--- src/glb_consts.svh ---
// Global buffer configuration constants for address fields, widths and sizes
`ifndef GLB_CONSTS_SVH
`define GLB_CONSTS_SVH

// Chain and queue sizes
`define GLB_NUM_TILES 4
`define GLB_QUEUE_DEPTH 2

// Address split, tile field on top of register field
`define GLB_TILE_SEL_W 2
`define GLB_REG_ADDR_W 4
`define GLB_CFG_ADDR_W (`GLB_TILE_SEL_W + `GLB_REG_ADDR_W)
`define GLB_DATA_W 32

// DMA header fields
`define GLB_ADDR_W 22
`define GLB_WORDS_W 21
`define GLB_STRIDE_W 11
`define GLB_LATENCY_W 5

// Register spacing between consecutive store and load headers
`define GLB_ST_REG_STEP 3
`define GLB_LD_REG_STEP 4

`endif

--- src/glb_pkg.sv ---
// Global buffer configuration types for DMA headers, register map and controller
`default_nettype none
`include "glb_consts.svh"

package glb_pkg;

    typedef struct packed {
        logic                    valid;
        logic [`GLB_ADDR_W-1:0]  start_addr;
        logic [`GLB_WORDS_W-1:0] num_words;
    } dma_st_header_t;

    typedef struct packed {
        logic                     valid;
        logic [`GLB_ADDR_W-1:0]   start_addr;
        logic [`GLB_WORDS_W-1:0]  num_words;
        logic [`GLB_STRIDE_W-1:0] stride;
    } dma_ld_header_t;

    // Register numbers of header 0, header q sits at base + step * q
    typedef enum logic [`GLB_REG_ADDR_W-1:0] {
        REG_TILE_CTRL   = 0,
        REG_LATENCY     = 1,
        REG_ST_VALIDATE = 2,
        REG_ST_START    = 3,
        REG_ST_WORDS    = 4,
        REG_LD_VALIDATE = 8,
        REG_LD_START    = 9,
        REG_LD_WORDS    = 10,
        REG_LD_STRIDE   = 11
    } cfg_reg_e;

    typedef enum logic {
        CFG_OP_READ  = 1'b0,
        CFG_OP_WRITE = 1'b1
    } cfg_op_e;

    typedef enum logic [1:0] {
        ST_IDLE  = 2'd0,
        ST_LOCAL = 2'd1,
        ST_FWD   = 2'd2,
        ST_DONE  = 2'd3
    } cfg_state_e;

endpackage

`default_nettype wire

--- src/cfg_ifc.sv ---
// Configuration interface with four-phase req/ack handshake between tiles
`timescale 1ns/100ps
`default_nettype none
`include "glb_consts.svh"

interface cfg_ifc;

    logic                       req;
    logic                       wr;
    logic [`GLB_CFG_ADDR_W-1:0] addr;
    logic [`GLB_DATA_W-1:0]     wr_data;
    logic                       ack;
    logic [`GLB_DATA_W-1:0]     rd_data;
    logic                       nack;

    // rd_data and nack only meaningful while ack is high
    modport master (
        output req, wr, addr, wr_data,
        input  ack, rd_data, nack
    );

    modport slave (
        input  req, wr, addr, wr_data,
        output ack, rd_data, nack
    );

endinterface

`default_nettype wire

--- src/glb_tile_cfg_ctrl.sv ---
// Tile configuration controller that serves local requests or forwards them east
`timescale 1ns/100ps
`default_nettype none
`include "glb_consts.svh"

module glb_tile_cfg_ctrl #(
    parameter int TILE_ID = 0
) (
    input  logic                       clk,
    input  logic                       rst_n,
    cfg_ifc.slave                      if_cfg_wst_s,
    cfg_ifc.master                     if_cfg_est_m,
    input  logic [`GLB_DATA_W-1:0]     pio_rd_data,
    input  logic                       pio_nack,
    output logic                       pio_read,
    output logic                       pio_write,
    output logic [`GLB_REG_ADDR_W-1:0] pio_addr,
    output logic [`GLB_DATA_W-1:0]     pio_wr_data
);

    localparam logic [`GLB_TILE_SEL_W-1:0] MY_TILE = `GLB_TILE_SEL_W'(TILE_ID);

    glb_pkg::cfg_state_e state;
    glb_pkg::cfg_op_e    op;
    logic                tile_hit;
    logic                start;
    logic                pio_busy;

    assign op       = glb_pkg::cfg_op_e'(if_cfg_wst_s.wr);
    assign tile_hit = if_cfg_wst_s.addr[`GLB_CFG_ADDR_W-1 -: `GLB_TILE_SEL_W] == MY_TILE;
    assign start    = (state == glb_pkg::ST_IDLE) && if_cfg_wst_s.req;
    assign pio_busy = pio_read || pio_write;

    always_ff @(posedge clk) begin
        if (!rst_n) begin
            state            <= glb_pkg::ST_IDLE;
            pio_read         <= 1'b0;
            pio_write        <= 1'b0;
            if_cfg_wst_s.ack <= 1'b0;
            if_cfg_wst_s.nack <= 1'b0;
            if_cfg_est_m.req <= 1'b0;
        end else begin
            case (state)
                glb_pkg::ST_IDLE: begin
                    if (if_cfg_wst_s.req && tile_hit) begin
                        pio_read  <= (op == glb_pkg::CFG_OP_READ);
                        pio_write <= (op == glb_pkg::CFG_OP_WRITE);
                        state     <= glb_pkg::ST_LOCAL;
                    end else if (if_cfg_wst_s.req) begin
                        if_cfg_est_m.req <= 1'b1;
                        state            <= glb_pkg::ST_FWD;
                    end
                end
                glb_pkg::ST_LOCAL: begin
                    pio_read  <= 1'b0;
                    pio_write <= 1'b0;
                    // Strobe cycle first, register file answers in the next one
                    if (!pio_busy) begin
                        if_cfg_wst_s.ack  <= 1'b1;
                        if_cfg_wst_s.nack <= pio_nack;
                        state             <= glb_pkg::ST_DONE;
                    end
                end
                glb_pkg::ST_FWD: begin
                    if (if_cfg_est_m.ack) begin
                        if_cfg_wst_s.ack  <= 1'b1;
                        if_cfg_wst_s.nack <= if_cfg_est_m.nack;
                        state             <= glb_pkg::ST_DONE;
                    end
                end
                glb_pkg::ST_DONE: begin
                    // Release east first, west ack follows once east ack is gone
                    if (!if_cfg_wst_s.req) begin
                        if_cfg_est_m.req <= 1'b0;
                        if (!if_cfg_est_m.req && !if_cfg_est_m.ack) begin
                            if_cfg_wst_s.ack <= 1'b0;
                            state            <= glb_pkg::ST_IDLE;
                        end
                    end
                end
                default: state <= glb_pkg::ST_IDLE;
            endcase
        end
    end

    // Request fields and returned data
    always_ff @(posedge clk) begin
        if (start) begin
            pio_addr             <= if_cfg_wst_s.addr[`GLB_REG_ADDR_W-1:0];
            pio_wr_data          <= if_cfg_wst_s.wr_data;
            if_cfg_est_m.wr      <= if_cfg_wst_s.wr;
            if_cfg_est_m.addr    <= if_cfg_wst_s.addr;
            if_cfg_est_m.wr_data <= if_cfg_wst_s.wr_data;
        end
        if (state == glb_pkg::ST_LOCAL && !pio_busy) begin
            if_cfg_wst_s.rd_data <= pio_rd_data;
        end else if (state == glb_pkg::ST_FWD && if_cfg_est_m.ack) begin
            if_cfg_wst_s.rd_data <= if_cfg_est_m.rd_data;
        end
    end

endmodule

`default_nettype wire

--- src/glb_pio.sv ---
// Tile register file with address decode, read mux and DMA valid clearing
`timescale 1ns/100ps
`default_nettype none
`include "glb_consts.svh"

module glb_pio (
    input  logic                       clk,
    input  logic                       rst_n,
    input  logic                       pio_read,
    input  logic                       pio_write,
    input  logic [`GLB_REG_ADDR_W-1:0] pio_addr,
    input  logic [`GLB_DATA_W-1:0]     pio_wr_data,
    input  logic                       st_invalidate_pulse [`GLB_QUEUE_DEPTH],
    input  logic                       ld_invalidate_pulse [`GLB_QUEUE_DEPTH],
    output logic [`GLB_DATA_W-1:0]     pio_rd_data,
    output logic                       pio_nack,
    output logic [1:0]                 strm_g2f_mux,
    output logic [1:0]                 strm_f2g_mux,
    output logic [1:0]                 ld_dma_mode,
    output logic [1:0]                 st_dma_mode,
    output logic [`GLB_LATENCY_W-1:0]  latency,
    output logic                       st_valid [`GLB_QUEUE_DEPTH],
    output logic [`GLB_ADDR_W-1:0]     st_start_addr [`GLB_QUEUE_DEPTH],
    output logic [`GLB_WORDS_W-1:0]    st_num_words [`GLB_QUEUE_DEPTH],
    output logic                       ld_valid [`GLB_QUEUE_DEPTH],
    output logic [`GLB_ADDR_W-1:0]     ld_start_addr [`GLB_QUEUE_DEPTH],
    output logic [`GLB_WORDS_W-1:0]    ld_num_words [`GLB_QUEUE_DEPTH],
    output logic [`GLB_STRIDE_W-1:0]   ld_stride [`GLB_QUEUE_DEPTH]
);

    localparam int QD = `GLB_QUEUE_DEPTH;

    logic                   sel_ctrl;
    logic                   sel_latency;
    logic [QD-1:0]          sel_st_valid;
    logic [QD-1:0]          sel_st_start;
    logic [QD-1:0]          sel_st_words;
    logic [QD-1:0]          sel_ld_valid;
    logic [QD-1:0]          sel_ld_start;
    logic [QD-1:0]          sel_ld_words;
    logic [QD-1:0]          sel_ld_stride;
    logic                   mapped;
    logic [`GLB_DATA_W-1:0] rd_mux;

    // Decode, header q lives at its base register plus step * q
    always_comb begin
        sel_ctrl    = (pio_addr == glb_pkg::REG_TILE_CTRL);
        sel_latency = (pio_addr == glb_pkg::REG_LATENCY);
        for (int q = 0; q < QD; q++) begin
            sel_st_valid[q]  = (pio_addr == glb_pkg::REG_ST_VALIDATE + `GLB_ST_REG_STEP * q);
            sel_st_start[q]  = (pio_addr == glb_pkg::REG_ST_START + `GLB_ST_REG_STEP * q);
            sel_st_words[q]  = (pio_addr == glb_pkg::REG_ST_WORDS + `GLB_ST_REG_STEP * q);
            sel_ld_valid[q]  = (pio_addr == glb_pkg::REG_LD_VALIDATE + `GLB_LD_REG_STEP * q);
            sel_ld_start[q]  = (pio_addr == glb_pkg::REG_LD_START + `GLB_LD_REG_STEP * q);
            sel_ld_words[q]  = (pio_addr == glb_pkg::REG_LD_WORDS + `GLB_LD_REG_STEP * q);
            sel_ld_stride[q] = (pio_addr == glb_pkg::REG_LD_STRIDE + `GLB_LD_REG_STEP * q);
        end
        mapped = sel_ctrl || sel_latency || (|sel_st_valid) || (|sel_st_start)
            || (|sel_st_words) || (|sel_ld_valid) || (|sel_ld_start)
            || (|sel_ld_words) || (|sel_ld_stride);
    end

    always_ff @(posedge clk) begin
        if (!rst_n) begin
            strm_g2f_mux <= '0;
            strm_f2g_mux <= '0;
            ld_dma_mode  <= '0;
            st_dma_mode  <= '0;
            latency      <= '0;
            for (int q = 0; q < QD; q++) begin
                st_valid[q]      <= 1'b0;
                st_start_addr[q] <= '0;
                st_num_words[q]  <= '0;
                ld_valid[q]      <= 1'b0;
                ld_start_addr[q] <= '0;
                ld_num_words[q]  <= '0;
                ld_stride[q]     <= '0;
            end
        end else begin
            if (pio_write && sel_ctrl) begin
                strm_g2f_mux <= pio_wr_data[1:0];
                strm_f2g_mux <= pio_wr_data[3:2];
                ld_dma_mode  <= pio_wr_data[5:4];
                st_dma_mode  <= pio_wr_data[7:6];
            end
            if (pio_write && sel_latency) latency <= pio_wr_data[`GLB_LATENCY_W-1:0];
            for (int q = 0; q < QD; q++) begin
                // Host write beats a same-cycle invalidate
                if (pio_write && sel_st_valid[q]) st_valid[q] <= pio_wr_data[0];
                else if (st_invalidate_pulse[q]) st_valid[q] <= 1'b0;
                if (pio_write && sel_ld_valid[q]) ld_valid[q] <= pio_wr_data[0];
                else if (ld_invalidate_pulse[q]) ld_valid[q] <= 1'b0;
                if (pio_write && sel_st_start[q]) begin
                    st_start_addr[q] <= pio_wr_data[`GLB_ADDR_W-1:0];
                end
                if (pio_write && sel_st_words[q]) begin
                    st_num_words[q] <= pio_wr_data[`GLB_WORDS_W-1:0];
                end
                if (pio_write && sel_ld_start[q]) begin
                    ld_start_addr[q] <= pio_wr_data[`GLB_ADDR_W-1:0];
                end
                if (pio_write && sel_ld_words[q]) begin
                    ld_num_words[q] <= pio_wr_data[`GLB_WORDS_W-1:0];
                end
                if (pio_write && sel_ld_stride[q]) ld_stride[q] <= pio_wr_data[`GLB_STRIDE_W-1:0];
            end
        end
    end

    // Zero-extended read data, unmapped numbers read as 0
    always_comb begin
        rd_mux = '0;
        if (sel_ctrl) begin
            rd_mux = `GLB_DATA_W'({st_dma_mode, ld_dma_mode, strm_f2g_mux, strm_g2f_mux});
        end
        if (sel_latency) rd_mux = `GLB_DATA_W'(latency);
        for (int q = 0; q < QD; q++) begin
            if (sel_st_valid[q]) rd_mux = `GLB_DATA_W'(st_valid[q]);
            if (sel_st_start[q]) rd_mux = `GLB_DATA_W'(st_start_addr[q]);
            if (sel_st_words[q]) rd_mux = `GLB_DATA_W'(st_num_words[q]);
            if (sel_ld_valid[q]) rd_mux = `GLB_DATA_W'(ld_valid[q]);
            if (sel_ld_start[q]) rd_mux = `GLB_DATA_W'(ld_start_addr[q]);
            if (sel_ld_words[q]) rd_mux = `GLB_DATA_W'(ld_num_words[q]);
            if (sel_ld_stride[q]) rd_mux = `GLB_DATA_W'(ld_stride[q]);
        end
    end

    always_ff @(posedge clk) begin
        if (!rst_n) begin
            pio_nack <= 1'b0;
        end else if (pio_read || pio_write) begin
            pio_nack <= !mapped;
        end
    end

    // Writes return zero data
    always_ff @(posedge clk) begin
        if (pio_read) pio_rd_data <= rd_mux;
        else if (pio_write) pio_rd_data <= '0;
    end

endmodule

`default_nettype wire

--- src/glb_tile_cfg.sv ---
// Tile configuration block, controller plus register file with header outputs
`timescale 1ns/100ps
`default_nettype none
`include "glb_consts.svh"

module glb_tile_cfg #(
    parameter int TILE_ID = 0
) (
    input  logic                      clk,
    input  logic                      rst_n,
    cfg_ifc.slave                     if_cfg_wst_s,
    cfg_ifc.master                    if_cfg_est_m,
    input  logic                      st_invalidate_pulse [`GLB_QUEUE_DEPTH],
    input  logic                      ld_invalidate_pulse [`GLB_QUEUE_DEPTH],
    output logic [1:0]                cfg_strm_g2f_mux,
    output logic [1:0]                cfg_strm_f2g_mux,
    output logic [1:0]                cfg_ld_dma_mode,
    output logic [1:0]                cfg_st_dma_mode,
    output logic [`GLB_LATENCY_W-1:0] cfg_latency,
    output glb_pkg::dma_st_header_t   cfg_st_dma_header [`GLB_QUEUE_DEPTH],
    output glb_pkg::dma_ld_header_t   cfg_ld_dma_header [`GLB_QUEUE_DEPTH]
);

    logic                       pio_read;
    logic                       pio_write;
    logic [`GLB_REG_ADDR_W-1:0] pio_addr;
    logic [`GLB_DATA_W-1:0]     pio_wr_data;
    logic [`GLB_DATA_W-1:0]     pio_rd_data;
    logic                       pio_nack;

    logic                       st_valid [`GLB_QUEUE_DEPTH];
    logic [`GLB_ADDR_W-1:0]     st_start_addr [`GLB_QUEUE_DEPTH];
    logic [`GLB_WORDS_W-1:0]    st_num_words [`GLB_QUEUE_DEPTH];
    logic                       ld_valid [`GLB_QUEUE_DEPTH];
    logic [`GLB_ADDR_W-1:0]     ld_start_addr [`GLB_QUEUE_DEPTH];
    logic [`GLB_WORDS_W-1:0]    ld_num_words [`GLB_QUEUE_DEPTH];
    logic [`GLB_STRIDE_W-1:0]   ld_stride [`GLB_QUEUE_DEPTH];

    glb_tile_cfg_ctrl #(
        .TILE_ID(TILE_ID)
    ) u_ctrl (
        .clk, .rst_n, .if_cfg_wst_s, .if_cfg_est_m,
        .pio_rd_data, .pio_nack, .pio_read, .pio_write, .pio_addr, .pio_wr_data
    );

    glb_pio u_pio (
        .clk, .rst_n, .pio_read, .pio_write, .pio_addr, .pio_wr_data,
        .st_invalidate_pulse, .ld_invalidate_pulse, .pio_rd_data, .pio_nack,
        .strm_g2f_mux (cfg_strm_g2f_mux),
        .strm_f2g_mux (cfg_strm_f2g_mux),
        .ld_dma_mode  (cfg_ld_dma_mode),
        .st_dma_mode  (cfg_st_dma_mode),
        .latency      (cfg_latency),
        .st_valid, .st_start_addr, .st_num_words,
        .ld_valid, .ld_start_addr, .ld_num_words, .ld_stride
    );

    // Header structs for the DMA engines
    always_comb begin
        for (int q = 0; q < `GLB_QUEUE_DEPTH; q++) begin
            cfg_st_dma_header[q].valid      = st_valid[q];
            cfg_st_dma_header[q].start_addr = st_start_addr[q];
            cfg_st_dma_header[q].num_words  = st_num_words[q];
            cfg_ld_dma_header[q].valid      = ld_valid[q];
            cfg_ld_dma_header[q].start_addr = ld_start_addr[q];
            cfg_ld_dma_header[q].num_words  = ld_num_words[q];
            cfg_ld_dma_header[q].stride     = ld_stride[q];
        end
    end

endmodule

`default_nettype wire

--- src/glb_cfg_top.sv ---
// Global buffer configuration top, a west-to-east chain of tile config blocks
`timescale 1ns/100ps
`default_nettype none
`include "glb_consts.svh"

module glb_cfg_top (
    input  logic                       clk,
    input  logic                       rst_n,
    input  logic                       cfg_req,
    input  logic                       cfg_wr,
    input  logic [`GLB_CFG_ADDR_W-1:0] cfg_addr,
    input  logic [`GLB_DATA_W-1:0]     cfg_wr_data,
    input  logic                       st_invalidate_pulse [`GLB_NUM_TILES][`GLB_QUEUE_DEPTH],
    input  logic                       ld_invalidate_pulse [`GLB_NUM_TILES][`GLB_QUEUE_DEPTH],
    output logic                       cfg_ack,
    output logic [`GLB_DATA_W-1:0]     cfg_rd_data,
    output logic                       cfg_nack,
    output glb_pkg::dma_st_header_t    st_dma_header [`GLB_NUM_TILES][`GLB_QUEUE_DEPTH],
    output glb_pkg::dma_ld_header_t    ld_dma_header [`GLB_NUM_TILES][`GLB_QUEUE_DEPTH],
    // Whole tile control image per tile, stream muxes in bits 3:0
    output logic [7:0]                 tile_ctrl_strm_mux [`GLB_NUM_TILES],
    output logic [`GLB_LATENCY_W-1:0]  latency [`GLB_NUM_TILES]
);

    // Link t feeds tile t from the west
    cfg_ifc if_cfg [`GLB_NUM_TILES+1] ();

    assign if_cfg[0].req     = cfg_req;
    assign if_cfg[0].wr      = cfg_wr;
    assign if_cfg[0].addr    = cfg_addr;
    assign if_cfg[0].wr_data = cfg_wr_data;
    assign cfg_ack           = if_cfg[0].ack;
    assign cfg_rd_data       = if_cfg[0].rd_data;
    assign cfg_nack          = if_cfg[0].nack;

    // Every tile number exists, so the last east port never sees a request
    assign if_cfg[`GLB_NUM_TILES].ack     = 1'b0;
    assign if_cfg[`GLB_NUM_TILES].rd_data = '0;
    assign if_cfg[`GLB_NUM_TILES].nack    = 1'b0;

    for (genvar t = 0; t < `GLB_NUM_TILES; t++) begin : g_tile
        logic [1:0] g2f_mux;
        logic [1:0] f2g_mux;
        logic [1:0] ld_mode;
        logic [1:0] st_mode;

        glb_tile_cfg #(
            .TILE_ID(t)
        ) u_tile_cfg (
            .clk, .rst_n,
            .if_cfg_wst_s        (if_cfg[t]),
            .if_cfg_est_m        (if_cfg[t+1]),
            .st_invalidate_pulse (st_invalidate_pulse[t]),
            .ld_invalidate_pulse (ld_invalidate_pulse[t]),
            .cfg_strm_g2f_mux    (g2f_mux),
            .cfg_strm_f2g_mux    (f2g_mux),
            .cfg_ld_dma_mode     (ld_mode),
            .cfg_st_dma_mode     (st_mode),
            .cfg_latency         (latency[t]),
            .cfg_st_dma_header   (st_dma_header[t]),
            .cfg_ld_dma_header   (ld_dma_header[t])
        );

        assign tile_ctrl_strm_mux[t] = {st_mode, ld_mode, f2g_mux, g2f_mux};
    end

endmodule

`default_nettype wire

--- config.mk ---
export PLATFORM = sky130hd
export DESIGN_NAME = glb_cfg_top
export DESIGN_NICKNAME = d
export VERILOG_FILES = /design/src/glb_pkg.sv /design/src/cfg_ifc.sv /design/src/glb_tile_cfg_ctrl.sv /design/src/glb_pio.sv /design/src/glb_tile_cfg.sv /design/src/glb_cfg_top.sv
export VERILOG_INCLUDE_DIRS = /design/src
export SDC_FILE = /design/constraint.sdc
export NUM_CORES = 2
export LEC_CHECK = 0
export BUFFER_PORTS_ARGS = -buffer_cell sky130_fd_sc_hd__buf_2
export CAP_MARGIN = 10
export CORE_MARGIN = 2
export CORE_UTILIZATION = 36
export DETAILED_ROUTE_END_ITERATION = 6
export PLACE_DENSITY_LB_ADDON = 0.15
export SLEW_MARGIN = 0
export SYNTH_ARGS = -nofsm -noshare
export SYNTH_HDL_FRONTEND = slang
export SYNTH_SLANG_ARGS = --single-unit
--- constraint.sdc ---
create_clock -name clk -period 4.3 [get_ports clk]
set_clock_uncertainty 0.2 [all_clocks]
set_input_delay 0.215 -clock clk [delete_from_list [all_inputs] [get_ports clk]]
set_output_delay 0.215 -clock clk [all_outputs]
set_load 0.03 [all_outputs]
==> implementation parameters <==
Parameter                              Value

Run status
  Result of the run ... finished, violations left
  Failing checks ... design-rule violations

Cells and area
  Final design utilization ... 0.442
  Leading cell types in the layout, fill and taps excluded ... sky130_fd_sc_hd__nand2_1, sky130_fd_sc_hd__a21oi_1, sky130_fd_sc_hd__buf_2, sky130_fd_sc_hd__dfxtp_1, sky130_fd_sc_hd__nor2_1
  Share of cells above drive strength 1 ... 0.203
  Fill cell total of the finished layout ... 14,038
  Sequential cell area ... 26,200 sq um
  Number of nets in the finished design ... 6,816
  Layout-stage area growth over the synthesis result ... 21.8%
  Most frequent standard cell in the layout excluding fill and tap cells ... sky130_fd_sc_hd__nand2_1
  N_diodes ... 0
  Area of the multi-input gates ... 21,800 sq um

Yosys
  Unique masters post-synth ... 84
  Proportion of synthesized chip area in sequential cells ... 0.518
  Yosys warnings ... 0
  Biggest area contributors in the synthesized netlist ... sky130_fd_sc_hd__dfxtp_1, sky130_fd_sc_hd__edfxtp_1, sky130_fd_sc_hd__nand2_1
  Synth top area share ... 0.347
  Asr flop ratio synth ... 0
  Mean post-synth cell area ... 8.37 sq um
  Yosys top cell by area ... sky130_fd_sc_hd__dfxtp_1
  Gate count of the mapped netlist ... 6,048
  Number of enable-type register cells in the synthesized netlist ... 289
  Commonest register cell after synthesis ... sky130_fd_sc_hd__dfxtp_1
  Post-synthesis sequential element count ... 1,165
  Area of the mapped netlist ... 50,600 sq um

CTS
  Post-CTS sizing ... 0
  Cts hold-fix bufs ... 67
  Number of buffers added by the clock tree synthesis step ... 138
  Largest buffer count on any clock path ... 3
  Clock transition at the registers of the reported paths ... 0.06 ns
  TritonCTS clock tree ... yes
  CTS Sinks ... 1,165
  Clock Tree Root ... sky130_fd_sc_hd__clkbuf_16
  Clock latency on the worst-skew pair ... 0.76 ns
  H-tree levels ... 4
  Buffer count from post-CTS setup fixing ... 0

Placed design
  Total of buffers placed on input and output ports ... 915
  Post-Place Worst Slack ... 1.17 ns
  Global placement routability congestion ... 0.938
  HPWL after detailed placement ... 167,000 microns

Detailed routing
  Final WL ... 231,000 microns
  Initial DRC Count ... 5,479
  Number of iterations in the first detailed-routing pass ... 7
  Routed vias ... 49,334
  ANT nets after route ... 0
  Via/cell ratio ... 5.65
  Residual DRC ... 4
  Average wire per cell in the routed design ... 26.4 microns

Timing
  Minimum clock period ... 3.26 ns
  Hold Fails Final Rpt ... 0
  Total setup violations reported at the end of the flow ... 0
  Post-route setup slack ... 1.04 ns
  Slew HR ... 0.199
  Setup TNS Final ... 0 ns
  Highest achievable clock rate ... 0.306 GHz
  RSZ-0062 raised after global routing ... no
  Final count of pins violating max slew ... 0
  Fin crit share ... 0.759
  Slew at the pin closest to its max-slew limit ... 1.20 ns

Pwr
  Internal ... 20.7 mW
  Part of the total power dissipated in combinational logic ... 0.160
  Peak supply drop ... 0.000348 V
  Total power ... 30.3 mW
  Leakage dissipation ... 23.1 nW
  P per Cell Area ... 492 nW/um^2
  Proportion of total power due to net switching ... 0.316
  Clock Power Share ... 0.396
  Part of the total power dissipated in sequential elements ... 0.444
  Switching component of the power ... 9.58 mW

Min path
  Worst Min Path Start ... ld_invalidate_pulse[0]
  Hold Path Depth ... 4
  Min-Delay Endpoint ... g_tile[3].u_tile_cfg.u_pio.ld_valid[0]$_SDFFE_PN0P_
  Path category of the worst min-delay check ... primary input to flip-flop

Setup path
  Destination of the worst register-to-register timing path ... g_tile[1].u_tile_cfg.u_pio.pio_rd_data[6]$_SDFFCE_PN0P_
  Worst setup EP type ... flip-flop
  CP Cell Sequence ... buf_4 > and3b_1 > a22oi_1 > o32ai_1 > a31oi_1 > o31ai_1
  Largest fanout of any net on the critical path ... 16
  Data arrival, critical path ... 3.58 ns
  R2R Path Start ... g_tile[1].u_tile_cfg.u_ctrl.if_cfg_est_m.addr[0]$_DFFE_PP_
  Startpoint types ... flip-flop
  Kind of critical path ... flip-flop to flip-flop
  Required time at the worst-slack endpoint ... 4.62 ns
  Critical path's slowest cell ... sky130_fd_sc_hd__edfxtp_1
  Slack of the worst reg-to-reg path ... 1.04 ns
  Worst reg-to-reg path cell count ... 6
  Largest incremental delay on the critical path ... 0.92 ns

Global route
  Wire length of the first global-routing pass ... 322,000 microns
  Initial antenna violation count ... 13
  Number of global-route vias before repair ... 45,416
  Combined global-route utilization of all metal layers ... 0.306
  Maximum number of pins on one net before global-route repair ... 119
  Total gr overflow ... 0

Die
  Number of cell rows ... 137
  I/O Pins ... 936
  Core outline area ... 140,000 sq um
  Starting density of the core ... 0.363
  Width of the die ... 379 microns
  Die Area ... 144,000 sq um
  Die height ... 379 microns

Flow run
  Max-cap violations ... 0
## cells by family after synthesis
family / synth area share
flip-flops: 0.518
buffers and inverters: 0.0541
adder cells (fa/ha/maj): 0.00297
multiplexers: 0.0310
AND/OR/NAND/NOR: 0.194
other: 0.0000741
AO/OA/AOI/OAI: 0.200
## how the worst max path moves through the flow
stage | startpoint | endpoint | slack, ns | cells past startpoint
finish | g_tile[1].u_tile_cfg.u_ctrl.if_cfg_est_m.addr[0]$_DFFE_PP_ | g_tile[1].u_tile_cfg.u_pio.pio_rd_data[6]$_SDFFCE_PN0P_ | 1.04 | 6
global route | g_tile[0].u_tile_cfg.u_ctrl.if_cfg_est_m.addr[0]$_DFFE_PP_ | g_tile[0].u_tile_cfg.u_pio.ld_num_words[13]$_SDFFE_PN0P_ | 0.92 | 4
CTS | g_tile[3].u_tile_cfg.u_ctrl.pio_addr[2]$_DFFE_PP_ | g_tile[3].u_tile_cfg.u_pio.pio_rd_data[18]$_SDFFCE_PP0N_ | 1.13 | 6
detailed placement | g_tile[3].u_tile_cfg.u_ctrl.pio_addr[2]$_DFFE_PP_ | g_tile[3].u_tile_cfg.u_pio.pio_rd_data[18]$_SDFFCE_PP0N_ | 1.17 | 6
global placement | g_tile[3].u_tile_cfg.u_ctrl.pio_addr[2]$_DFFE_PP_ | g_tile[3].u_tile_cfg.u_pio.pio_rd_data[18]$_SDFFCE_PP0N_ | 1.20 | 6
floorplan | g_tile[2].u_tile_cfg.u_ctrl.if_cfg_est_m.req$_SDFFE_PN0P_ | g_tile[3].u_tile_cfg.u_ctrl.pio_addr[0]$_DFFE_PP_ | 1.14 | 2
## worst max-delay path: cells and delay by family (launching register included)
| kind | cells | cell delay [ns] |
|---|---|---|
| AO/OA/AOI/OAI | 4 | 1.19 |
| flip-flops | 1 | 0.92 |
| AND/OR/NAND/NOR | 1 | 0.37 |
| buffers and inverters | 1 | 0.33 |
## synthesized netlist by cell type, types with 32 or more instances
library cell and count:
sky130_fd_sc_hd__buf_4 49, sky130_fd_sc_hd__nand2_1 1717, sky130_fd_sc_hd__clkbuf_1 316, sky130_fd_sc_hd__a22oi_1 84
sky130_fd_sc_hd__a222oi_1 34, sky130_fd_sc_hd__nor2b_1 52, sky130_fd_sc_hd__o21ai_0 264, sky130_fd_sc_hd__a32oi_1 32
sky130_fd_sc_hd__nor3_1 48, sky130_fd_sc_hd__nand3_1 123, sky130_fd_sc_hd__o211ai_1 34, sky130_fd_sc_hd__mux2i_1 70
sky130_fd_sc_hd__o22ai_1 54, sky130_fd_sc_hd__buf_2 187, sky130_fd_sc_hd__mux2_2 75, sky130_fd_sc_hd__nor2_1 308
sky130_fd_sc_hd__edfxtp_1 289, sky130_fd_sc_hd__a21oi_1 947, sky130_fd_sc_hd__dfxtp_1 876, sky130_fd_sc_hd__inv_1 49
## registers in the layout, indices dropped and copies added, names as in the netlist, 18 cells and up
| name | cells |
|---|---|
| g_tile.u_tile_cfg.u_pio.ld_stride | 88 |
| g_tile.u_tile_cfg.u_pio.st_start_addr | 176 |
| g_tile.u_tile_cfg.u_ctrl.if_cfg_est_m.addr | 18 |
| g_tile.u_tile_cfg.u_pio.latency | 20 |
| g_tile.u_tile_cfg.u_ctrl.if_cfg_wst_s.rd_data | 88 |
| g_tile.u_tile_cfg.u_ctrl.pio_wr_data | 88 |
| g_tile.u_tile_cfg.u_pio.st_num_words | 168 |
| g_tile.u_tile_cfg.u_pio.pio_rd_data | 88 |
| g_tile.u_tile_cfg.u_pio.ld_start_addr | 176 |
| g_tile.u_tile_cfg.u_pio.ld_num_words | 168 |
## power groups by stage
stage	sequential [mW]	combinational, mW	clock (mW)
after global routing	13.5	5.19	12.6
after detailed placement	13.7	4.72	0
after global placement	13.7	4.69	0
after CTS	13.4	4.80	12.2
final	13.4	4.86	12.0
after floorplan	12.7	3.38	0
## metal layers
| layer | wire length [microns] | GRT usage | vias to the layer above |
|---|---|---|---|
| li1 | - | - | 22285 |
| met1 | 89700 | 0.382 | 24042 |
| met2 | 110000 | 0.505 | 2502 |
| met3 | 18900 | 0.0589 | 501 |
| met4 | 12400 | 0.150 | 4 |
| met5 | 23 | 0 | - |
## layout make-up
class / count / area share
clock inverters: 33 / 0.00564
flip-flops and latches: 1165 / 0.425
inverters: 50 / 0.00317
clock buffers: 217 / 0.0697
multi-input cells: 4276 / 0.354
well taps: 1876 / 0.0381
repair buffers: 1115 / 0.105
## stage by stage
stage / hold slack (ns) / cells / instance area (sq um)
final: 0.0689 / 8732 / 61700
after global routing: 0.0381 / 8732 / 61700
after CTS: 0.00718 / 8731 / 61600
after detailed placement: 0.193 / 8414 / 56300
after global placement: 0.192 / 8414 / 56300
after floorplan: 0.114 / 6057 / 50600
Note: power is estimated with default switching activity, not from simulation.
